<file path="config.mk">
export PLATFORM = sky130hd
export DESIGN_NAME = huff_top
export DESIGN_NICKNAME = d
export VERILOG_FILES = /design/src/design/huff_pkg.sv /design/src/design/huff_code_table.sv /design/src/design/huff_codebook_walk.sv /design/src/design/huff_histogram.sv /design/src/design/huff_top.sv /design/src/design/huff_tree_build.sv
export SDC_FILE = /design/constraint.sdc
export NUM_CORES = 1
export LEC_CHECK = 0
export ABC_AREA = 1
export BUFFER_PORTS_ARGS = -buffer_cell sky130_fd_sc_hd__buf_2
export CAP_MARGIN = 20
export CORE_UTILIZATION = 33
export CTS_BUF_LIST = sky130_fd_sc_hd__clkbuf_4 sky130_fd_sc_hd__clkbuf_8
export DETAILED_ROUTE_END_ITERATION = 10
export PLACE_DENSITY = 0.44
export SYNTH_ARGS = -nofsm -noshare
export SYNTH_HDL_FRONTEND = slang
export SYNTH_SLANG_ARGS = --single-unit
</file>
<file path="constraint.sdc">
create_clock -name clk -period 5.5 [get_ports clk]
set_clock_uncertainty 0.2 [all_clocks]
set_input_delay 0.275 -clock clk [delete_from_list [all_inputs] [get_ports clk]]
set_output_delay 0.275 -clock clk [all_outputs]
set_load 0.02 [all_outputs]
</file>
<file path="src/design/huff_pkg.sv">
// shared widths and types for the 4-bit symbol huffman generator; blocks hold at most 255 symbols
`default_nettype none

package huff_pkg;

    localparam int SYM_COUNT    = 16;  // distinct symbol values
    localparam int MAX_CODE_LEN = 15;  // deepest leaf with 16 symbols

    typedef logic [3:0]  sym_t;        // symbol value
    typedef logic [7:0]  count_t;      // saturating occurrence count
    typedef logic [11:0] weight_t;     // node weight, sum of counts
    typedef logic [3:0]  node_idx_t;   // internal node index, 15 used
    typedef logic [3:0]  code_len_t;   // code length in bits
    typedef logic [MAX_CODE_LEN-1:0] code_bits_t;  // right aligned, first move is msb

    typedef count_t [SYM_COUNT-1:0] freq_table_t;  // 128 bits, entry i is symbol i

    // the field is ref_idx because ref is a reserved word
    typedef struct packed {
        logic      is_node;  // 1: internal node, 0: leaf symbol
        logic      is_null;  // no child here
        logic [3:0] ref_idx; // symbol or node index
    } child_ref_t;

    typedef struct packed {
        weight_t    weight;
        child_ref_t left;    // lighter child, path bit 0
        child_ref_t right;   // heavier child, path bit 1
    } tree_node_t;

    typedef struct packed {
        logic       valid;
        code_len_t  len;
        code_bits_t bits;
    } code_entry_t;

    typedef struct packed {
        sym_t        sym;
        code_entry_t entry;
    } code_wr_t;

    typedef enum logic [2:0] {
        INIT,
        LEFT,
        RIGHT,
        SEND,
        BACKTRACK,
        TRACK,
        FINISH
    } walk_state_t;

    localparam child_ref_t NULL_REF = '{is_node: 1'b0, is_null: 1'b1, ref_idx: 4'd0};

endpackage

`default_nettype wire

</file>
<file path="src/design/huff_code_table.sv">
// 16 entries indexed by symbol; lookup is combinational and reads zero for an invalid entry
`timescale 1ns/1ps
`default_nettype none

module huff_code_table (
    input  wire logic                  clk,
    input  wire logic                  rst,
    input  wire logic                  wr_en,
    input  wire huff_pkg::code_wr_t    wr,
    input  wire logic                  clear,
    input  wire logic                  walk_done,
    input  wire huff_pkg::sym_t        lookup_sym,
    output huff_pkg::code_entry_t      lookup_entry,
    output logic                       write_finish,
    output logic                       book_ready
);

    huff_pkg::code_entry_t          tab [huff_pkg::SYM_COUNT];  // len and bits payload
    logic [huff_pkg::SYM_COUNT-1:0] valid;

    assign lookup_entry = valid[lookup_sym] ? tab[lookup_sym] : '0;

    always_ff @(posedge clk) begin
        if (wr_en) begin
            tab[wr.sym] <= wr.entry;
        end
    end

    always_ff @(posedge clk, posedge rst) begin
        if (rst) begin
            valid        <= '0;
            write_finish <= 1'b0;
            book_ready   <= 1'b0;
        end else begin
            write_finish <= wr_en;  // ack one cycle after the write
            if (clear) begin
                valid      <= '0;
                book_ready <= 1'b0;
            end else begin
                if (wr_en) valid[wr.sym] <= wr.entry.valid;
                if (walk_done) book_ready <= 1'b1;
            end
        end
    end

endmodule

`default_nettype wire

</file>
<file path="src/design/huff_codebook_walk.sv">
// depth-first walk, left before right; the tree must stay stable until walk_done
`timescale 1ns/1ps
`default_nettype none

module huff_codebook_walk (
    input  wire logic                 clk,
    input  wire logic                 rst,
    input  wire logic                 tree_done,
    input  wire huff_pkg::node_idx_t  root,
    input  wire huff_pkg::tree_node_t node,
    input  wire logic                 write_finish,
    output huff_pkg::node_idx_t       node_addr,
    output huff_pkg::code_wr_t        wr,
    output logic                      wr_en,
    output logic                      walk_done
);

    huff_pkg::walk_state_t state;
    huff_pkg::code_bits_t  path;       // moves so far, last move in bit 0
    huff_pkg::code_len_t   track_len;  // number of valid moves in path
    huff_pkg::code_len_t   pos;        // replay step in TRACK
    huff_pkg::node_idx_t   cur;        // node being looked at
    huff_pkg::node_idx_t   top;        // root of this block

    logic                 move;        // 1 on a right step
    huff_pkg::child_ref_t child;
    huff_pkg::code_bits_t next_path;
    huff_pkg::code_len_t  next_len;
    logic                 trk_bit;

    assign move      = (state == huff_pkg::RIGHT);
    assign child     = move ? node.right : node.left;
    assign next_path = {path[huff_pkg::MAX_CODE_LEN-2:0], move};
    assign next_len  = track_len + 4'd1;
    assign trk_bit   = path[track_len - pos - 4'd1];  // replay from the oldest move
    assign node_addr = cur;
    assign walk_done = (state == huff_pkg::FINISH);

    always_ff @(posedge clk, posedge rst) begin
        if (rst) begin
            state     <= huff_pkg::INIT;
            path      <= '0;
            track_len <= '0;
            pos       <= '0;
            cur       <= '0;
            top       <= '0;
            wr        <= '0;
            wr_en     <= 1'b0;
        end else begin
            wr_en <= 1'b0;
            case (state)
                huff_pkg::INIT: begin
                    if (tree_done) begin
                        cur       <= root;
                        top       <= root;
                        path      <= '0;
                        track_len <= '0;
                        state     <= huff_pkg::LEFT;
                    end
                end
                huff_pkg::LEFT, huff_pkg::RIGHT: begin
                    if (child.is_null) begin
                        state <= huff_pkg::FINISH;  // empty block or lone leaf done
                    end else begin
                        path      <= next_path;
                        track_len <= next_len;
                        if (child.is_node) begin
                            cur   <= child.ref_idx;
                            state <= huff_pkg::LEFT;  // always go left first
                        end else begin
                            wr.sym         <= child.ref_idx;
                            wr.entry.valid <= 1'b1;
                            wr.entry.len   <= next_len;
                            wr.entry.bits  <= next_path;
                            wr_en          <= 1'b1;
                            state          <= huff_pkg::SEND;
                        end
                    end
                end
                huff_pkg::SEND: begin
                    if (write_finish) state <= huff_pkg::BACKTRACK;
                end
                huff_pkg::BACKTRACK: begin
                    if (track_len == '0) begin
                        state <= huff_pkg::FINISH;  // both sides of root done
                    end else begin
                        path      <= path >> 1;
                        track_len <= track_len - 4'd1;
                        if (!path[0]) begin
                            cur   <= top;  // parent's right branch is next
                            pos   <= '0;
                            state <= huff_pkg::TRACK;
                        end
                    end
                end
                huff_pkg::TRACK: begin
                    if (pos < track_len) begin
                        cur <= trk_bit ? node.right.ref_idx : node.left.ref_idx;
                        pos <= pos + 4'd1;
                    end else begin
                        state <= huff_pkg::RIGHT;
                    end
                end
                huff_pkg::FINISH: state <= huff_pkg::INIT;
                default:          state <= huff_pkg::INIT;
            endcase
        end
    end

endmodule

`default_nettype wire

</file>
<file path="src/design/huff_histogram.sv">
// counts saturate at 255; symbols and block_end seen while busy is high are dropped
`timescale 1ns/1ps
`default_nettype none

module huff_histogram (
    input  wire logic                 clk,
    input  wire logic                 rst,
    input  wire logic                 sym_valid,
    input  wire huff_pkg::sym_t       sym,
    input  wire logic                 block_end,
    input  wire logic                 busy,
    output huff_pkg::freq_table_t     freq,
    output logic                      hist_done
);

    logic accept;  // symbol taken this cycle
    logic close;   // block closed this cycle
    logic fresh;   // next block not started yet, counts are stale

    assign accept = sym_valid && !busy;
    assign close  = block_end && !busy;

    always_ff @(posedge clk, posedge rst) begin
        if (rst) begin
            hist_done <= 1'b0;
            fresh     <= 1'b1;  // first block starts from zero
        end else begin
            hist_done <= close;  // one cycle after block_end
            if (close) begin
                fresh <= 1'b1;
            end else if (accept) begin
                fresh <= 1'b0;
            end
        end
    end

    // stale counts are wiped by the first symbol, or by block_end of an empty block
    always_ff @(posedge clk) begin
        if (accept || (close && fresh)) begin
            for (int i = 0; i < huff_pkg::SYM_COUNT; i++) begin
                if (accept && sym == huff_pkg::sym_t'(i)) begin
                    if (fresh) begin
                        freq[i] <= 8'd1;
                    end else if (freq[i] != 8'hff) begin
                        freq[i] <= freq[i] + 8'd1;  // saturate at 255
                    end
                end else if (fresh) begin
                    freq[i] <= '0;
                end
            end
        end
    end

endmodule

`default_nettype wire

</file>
<file path="src/design/huff_top.sv">
// one block in flight; input while busy is dropped, no handshake and no stream encoding
`timescale 1ns/1ps
`default_nettype none

module huff_top (
    input  wire logic             clk,
    input  wire logic             rst,
    input  wire logic             sym_valid,
    input  wire huff_pkg::sym_t   sym,
    input  wire logic             block_end,
    input  wire huff_pkg::sym_t   lookup_sym,
    output huff_pkg::code_entry_t lookup_entry,
    output logic                  book_ready,
    output logic                  busy
);

    huff_pkg::freq_table_t freq;
    huff_pkg::node_idx_t   root, node_addr;
    huff_pkg::tree_node_t  node;
    huff_pkg::code_wr_t    wr;
    logic hist_done, tree_done, walk_done;
    logic wr_en, write_finish;
    logic clear;

    // a new block wipes the old book, an empty block too
    assign clear = book_ready && !busy && (sym_valid || block_end);

    always_ff @(posedge clk, posedge rst) begin
        if (rst) begin
            busy <= 1'b0;
        end else if (block_end && !busy) begin
            busy <= 1'b1;  // rises with hist_done
        end else if (walk_done) begin
            busy <= 1'b0;  // falls with book_ready rising
        end
    end

    huff_histogram u_hist (
        .clk, .rst, .sym_valid, .sym, .block_end, .busy, .freq, .hist_done
    );

    huff_tree_build u_tree (
        .clk, .rst, .hist_done, .freq, .node_addr, .node, .root, .tree_done
    );

    huff_codebook_walk u_walk (
        .clk, .rst, .tree_done, .root, .node, .write_finish,
        .node_addr, .wr, .wr_en, .walk_done
    );

    huff_code_table u_table (
        .clk, .rst, .wr_en, .wr, .clear, .walk_done, .lookup_sym,
        .lookup_entry, .write_finish, .book_ready
    );

endmodule

`default_nettype wire

</file>
<file path="src/design/huff_tree_build.sv">
// one scan of 31 candidates per merge, so latency grows with symbol count; freq must hold during build
`timescale 1ns/1ps
`default_nettype none

module huff_tree_build (
    input  wire logic                  clk,
    input  wire logic                  rst,
    input  wire logic                  hist_done,
    input  wire huff_pkg::freq_table_t freq,
    input  wire huff_pkg::node_idx_t   node_addr,
    output huff_pkg::tree_node_t       node,
    output huff_pkg::node_idx_t        root,
    output logic                       tree_done
);

    typedef enum logic [1:0] {
        TB_IDLE,
        TB_SCAN,   // one candidate per cycle, leaves 0..15 then nodes 0..14
        TB_MERGE   // write node, or finish
    } build_state_t;

    build_state_t                  state;
    huff_pkg::tree_node_t          node_mem [huff_pkg::SYM_COUNT];
    logic [huff_pkg::SYM_COUNT-1:0] leaf_act;  // leaves still unmerged
    logic [huff_pkg::SYM_COUNT-1:0] node_act;  // internal nodes still unmerged
    huff_pkg::node_idx_t           n_nodes;    // next free node slot
    logic [4:0]                    scan_idx;
    huff_pkg::child_ref_t          l1, l2;     // least and second least
    huff_pkg::weight_t             w1, w2;

    logic                 cand_act;
    huff_pkg::weight_t    cand_w;
    huff_pkg::child_ref_t cand_ref;
    logic                 mem_we;
    huff_pkg::tree_node_t mem_wdata;

    always_comb begin
        cand_ref.is_null = 1'b0;
        cand_ref.is_node = scan_idx[4];
        cand_ref.ref_idx = scan_idx[3:0];
        if (!scan_idx[4]) begin
            cand_act = leaf_act[scan_idx[3:0]];
            cand_w   = huff_pkg::weight_t'(freq[scan_idx[3:0]]);
        end else begin
            cand_act = node_act[scan_idx[3:0]];
            cand_w   = node_mem[scan_idx[3:0]].weight;
        end
    end

    // l2 null means one candidate left: a lone leaf gets a parent, an empty block a null node
    assign mem_we    = (state == TB_MERGE) && (!l2.is_null || !l1.is_node);
    assign mem_wdata = '{weight: w1 + w2, left: l1, right: l2};
    assign node      = node_mem[node_addr];  // same-cycle read for the walker

    always_ff @(posedge clk) begin
        if (mem_we) begin
            node_mem[n_nodes] <= mem_wdata;
        end
    end

    always_ff @(posedge clk, posedge rst) begin
        if (rst) begin
            state     <= TB_IDLE;
            tree_done <= 1'b0;
            root      <= '0;
        end else begin
            tree_done <= 1'b0;
            case (state)
                TB_IDLE: if (hist_done) state <= TB_SCAN;
                TB_SCAN: if (scan_idx == 5'd30) state <= TB_MERGE;
                TB_MERGE: begin
                    if (l2.is_null) begin
                        root      <= l1.is_node ? l1.ref_idx : n_nodes;  // last node is root
                        tree_done <= 1'b1;
                        state     <= TB_IDLE;
                    end else begin
                        state <= TB_SCAN;
                    end
                end
                default: state <= TB_IDLE;
            endcase
        end
    end

    // scan registers, set up again at every block and every merge
    always_ff @(posedge clk) begin
        if (state == TB_IDLE || state == TB_MERGE) begin
            scan_idx <= '0;
            l1 <= huff_pkg::NULL_REF;
            l2 <= huff_pkg::NULL_REF;
            w1 <= '0;
            w2 <= '0;
        end
        if (state == TB_IDLE && hist_done) begin
            for (int i = 0; i < huff_pkg::SYM_COUNT; i++) begin
                leaf_act[i] <= (freq[i] != '0);
            end
            node_act <= '0;
            n_nodes  <= '0;
        end else if (state == TB_SCAN) begin
            scan_idx <= scan_idx + 5'd1;
            if (cand_act) begin
                if (l1.is_null || cand_w < w1) begin  // strict compare keeps earlier on tie
                    l2 <= l1;
                    w2 <= w1;
                    l1 <= cand_ref;
                    w1 <= cand_w;
                end else if (l2.is_null || cand_w < w2) begin
                    l2 <= cand_ref;
                    w2 <= cand_w;
                end
            end
        end else if (state == TB_MERGE && !l2.is_null) begin
            if (l1.is_node) node_act[l1.ref_idx] <= 1'b0;
            else            leaf_act[l1.ref_idx] <= 1'b0;
            if (l2.is_node) node_act[l2.ref_idx] <= 1'b0;
            else            leaf_act[l2.ref_idx] <= 1'b0;
            node_act[n_nodes] <= 1'b1;  // new node joins the candidates
            n_nodes <= n_nodes + 4'd1;
        end
    end

endmodule

`default_nettype wire

</file>
==> results.yml <==
synth:
  yosysSeqAreaShare_pct: 62.8
  yosys.cell_types.count: 59
  synthCells: 4361
  synth_area_um2: 46000
  yosysWarnings: 0
  synthMuxAreaShare_pct: 1.83
  synth_seq_cells: 996
  synthAdderAreaFrac_pct: 2.29
  ys.flop_type: "edfxtp_1"
  yosys.area_share.simple_pct: 12.0
  synth_xor_area_share_pct: 0.476
  synth_compound_area_share_pct: 14.4
  synth_area_per_cell_um2: 10.5
  synth_edf_count: 848
  synth_nets: 4456
  async_flop_share_pct: 8.73
  synth_top_family_by_area: "compound AO/OA/AOI/OAI gates"
route:
  antenna_left: 0
  drtPass1Iterations: 5
  drc: 0
  wl_mm: 138
  avgRoutedWirePerCell_um: 21.5
  drt-vias-per-instance: 5.12
  first_iter_violations: 2511
  num_vias: 32800
power_and_ir_drop:
  seqPwrFrac_pct: 52.7
  power_switching_w: 0.00341
  clkPwrFrac_pct: 45.7
  pwr-share-comb_pct: 1.6
  switching_share_pct: 22.2
  leakage_nw: 20.2
  ir_worst_vdd_uv: 242
  finalPower_w: 0.0153
  powerDensity_nw_per_um2: 293
  intPower_w: 0.0119
clock_tree:
  root_buffer: "clkbuf_8"
  cts_hold_buf: 13
  clockBufferDepth: 3
  h-tree-depth: 4
  clk_latency_ns: 0.89
  clkTransAtPathRegs_ns: 0.06
  cts_tree: "yes"
  cts_resized: 0
  cts.sink_count: 996
  cts_setup_buffers: 0
  cts_buffers: 175
cells_and_area:
  design_area_um2: 52300
  drive_gt1_share_pct: 11.0
  final_cell_mix: "edfxtp_1 (848), o21ai_0 (572), nand2_1 (531), inv_1 (479), nor2_1 (371)"
  area_growth_syn_to_layout_pct: 13.7
  nets: 4559
  multiInputGateArea_um2: 14500
  regArea_um2: 28900
  fillers: 13800
  mostFrequentLayoutCell: "edfxtp_1"
  post-route-util_pct: 37.9
timing:
  rsz0062_at_grt: "false"
  min_period_ns: 4.53
  max_freq_ghz: 0.221
  finalMaxSlewViolations: 0
  maxSlewHeadroom_pct: 22.5
  worst_pin_slew_ns: 1.16
  finalHoldViolCount: 0
  setup_viol: 0
  post-route-period-util_pct: 82.4
  tns_ns: 0
place:
  routabilityCongestion: 0.852
  io_buffer_count: 33
  post-dp-hpwl_mm: 84.4
  dpl-instance-area_um2: 48500
grt:
  grt_pass1_wl_mm: 206
  grt_max_degree: 119
  grt_pass1_vias: 32100
  grt-ovfl-total: 0
  antenna_found_initial: 1
  grt_util_all_layers_pct: 19.4
worst_setup_path:
  critical_path_required_ns: 6.12
  worstSetupPathType: "register to register"
  worstSetupEndpointType: "register"
  cp_data_arrival_time_ns: 5.15
  cp_max_fo: 81
  critPathLaunch: "u_tree.scan_idx[0]"
  reg2reg_depth: 17
  regToRegStartpoint: "u_tree.scan_idx[0]"
  crit_end: "u_tree.w2[11]"
  worstReg2RegEnd: "u_tree.w2[11]"
  cp-start-kind: "register"
  r2r_slack_ns: 0.97
status:
  outcome: "completed"
floorplanning:
  die_area_um2: 141000
  ios: 34
  floorplan.rows: 136
  die_h_um: 375
  die_x_um: 375
  initial_utilization_pct: 33.4
  core_um2: 138000
flow_run:
  cap_violations: 0
min_path:
  hold_path.class: "primary input to register"
## cell usage after synthesis, drive strengths merged, types with 75 or more instances
| cell type | count | area (um^2) |
|---|---|---|
| dfrtp | 86 | 2150 |
| clkbuf | 139 | 524 |
| a21oi | 295 | 1480 |
| nand2 | 538 | 2050 |
| inv | 487 | 1840 |
| nand3 | 175 | 876 |
| o21ai | 592 | 2960 |
| o22ai | 84 | 526 |
| buf | 85 | 497 |
| o221ai | 75 | 657 |
| edfxtp | 848 | 25500 |
| nor2 | 391 | 1480 |
| ha | 81 | 1010 |
| mux2i | 84 | 841 |
## registers in the layout, summed over array words and instances (netlist names), 4 cells and up
signal	flops
u_walk.track_len	4
u_tree.l1	6
u_tree.root	4
u_tree.node_mem	384
u_table.tab	320
u_tree.node_act	16
u_walk.top	4
u_walk.pos	4
u_tree.w1	12
u_tree.leaf_act	16
u_hist.freq	128
u_walk.node_addr	4
u_tree.l2	6
u_table.valid	16
u_walk.wr	24
u_tree.w2	12
u_tree.scan_idx	5
u_tree.n_nodes	4
u_walk.path	15
## critical path, cell delays in order, from the launching register on
cell and delay, ns:
dfxtp_4 0.45, buf_12 0.33, buf_4 0.40, o21ai_0 0.15, o22ai_1 0.19, a22o_1 0.16
inv_1 0.04, a21oi_1 0.34, ha_1 0.33, nand4_1 0.12, a31oi_1 0.05, a2111oi_0 0.40
nand2_2 0.22, nand2_2 0.55, inv_1 0.12, o21ai_0 0.12, nand3_1 0.10, nand2_1 0.08
## metrics by stage
stage	hold slack [ns]	worst slack, ns	instances
global placement	0.244	1.05	6054
floorplan	0.195	1.94	4361
CTS	0.111	0.956	6401
finish	0.205	0.970	6410
global route	0.228	0.530	6408
detailed placement	0.253	0.975	6063
## cell families after synthesis
| kind of cell | after synthesis |
|---|---|
| adder cells (fa/ha/maj) | 83 |
| multiplexers | 84 |
| flip-flops | 996 |
| XOR/XNOR | 25 |
| AO/OA/AOI/OAI | 1170 |
| AND/OR/NAND/NOR | 1284 |
| buffers and inverters | 719 |
## layer usage
metal | global-route usage [%] | up-vias | wire, um
met3 | 2.77 | 185 | 5530
met4 | 5.39 | 0 | 2740
met5 | 0 | - | 0
met2 | 32.5 | 700 | 66400
li1 | - | 15800 | -
met1 | 26.0 | 16200 | 63200
## power by group through the flow
stage / sequential, W / clock [W] / combinational [W]
2_1_floorplan: 0.00824 / 0 / 0.000159
6_report: 0.00808 / 0.00700 / 0.000244
3_3_place_gp: 0.00824 / 0 / 0.000244
4_1_cts: 0.00808 / 0.00721 / 0.000250
5_1_grt: 0.00808 / 0.00753 / 0.000271
3_5_place_dp: 0.00824 / 0 / 0.000244
## cell type report
| cell class | count | share of cell area, % |
|---|---|---|
| flip-flops and latches | 996 | 55.2 |
| multi-input cells | 2646 | 27.6 |
| clock buffers | 263 | 6.06 |
| well taps | 1794 | 4.29 |
| inverters | 495 | 3.58 |
| repair buffers | 150 | 2.39 |
| clock inverters | 62 | 0.785 |
| diodes | 4 | 0.0191 |
## worst min-delay path by stage
stage	end	depth (start not counted)	start	slack (ns)
finish	u_hist.fresh	5	sym_valid	0.21
global route	u_hist.fresh	5	sym_valid	0.23
CTS	u_hist.fresh	5	sym_valid	0.11
detailed placement	u_table.write_finish	0	u_walk.wr_en	0.25
global placement	u_table.write_finish	0	u_walk.wr_en	0.24
floorplan	u_table.write_finish	0	u_walk.wr_en	0.20
Note: power is estimated with default switching activity, not from simulation.
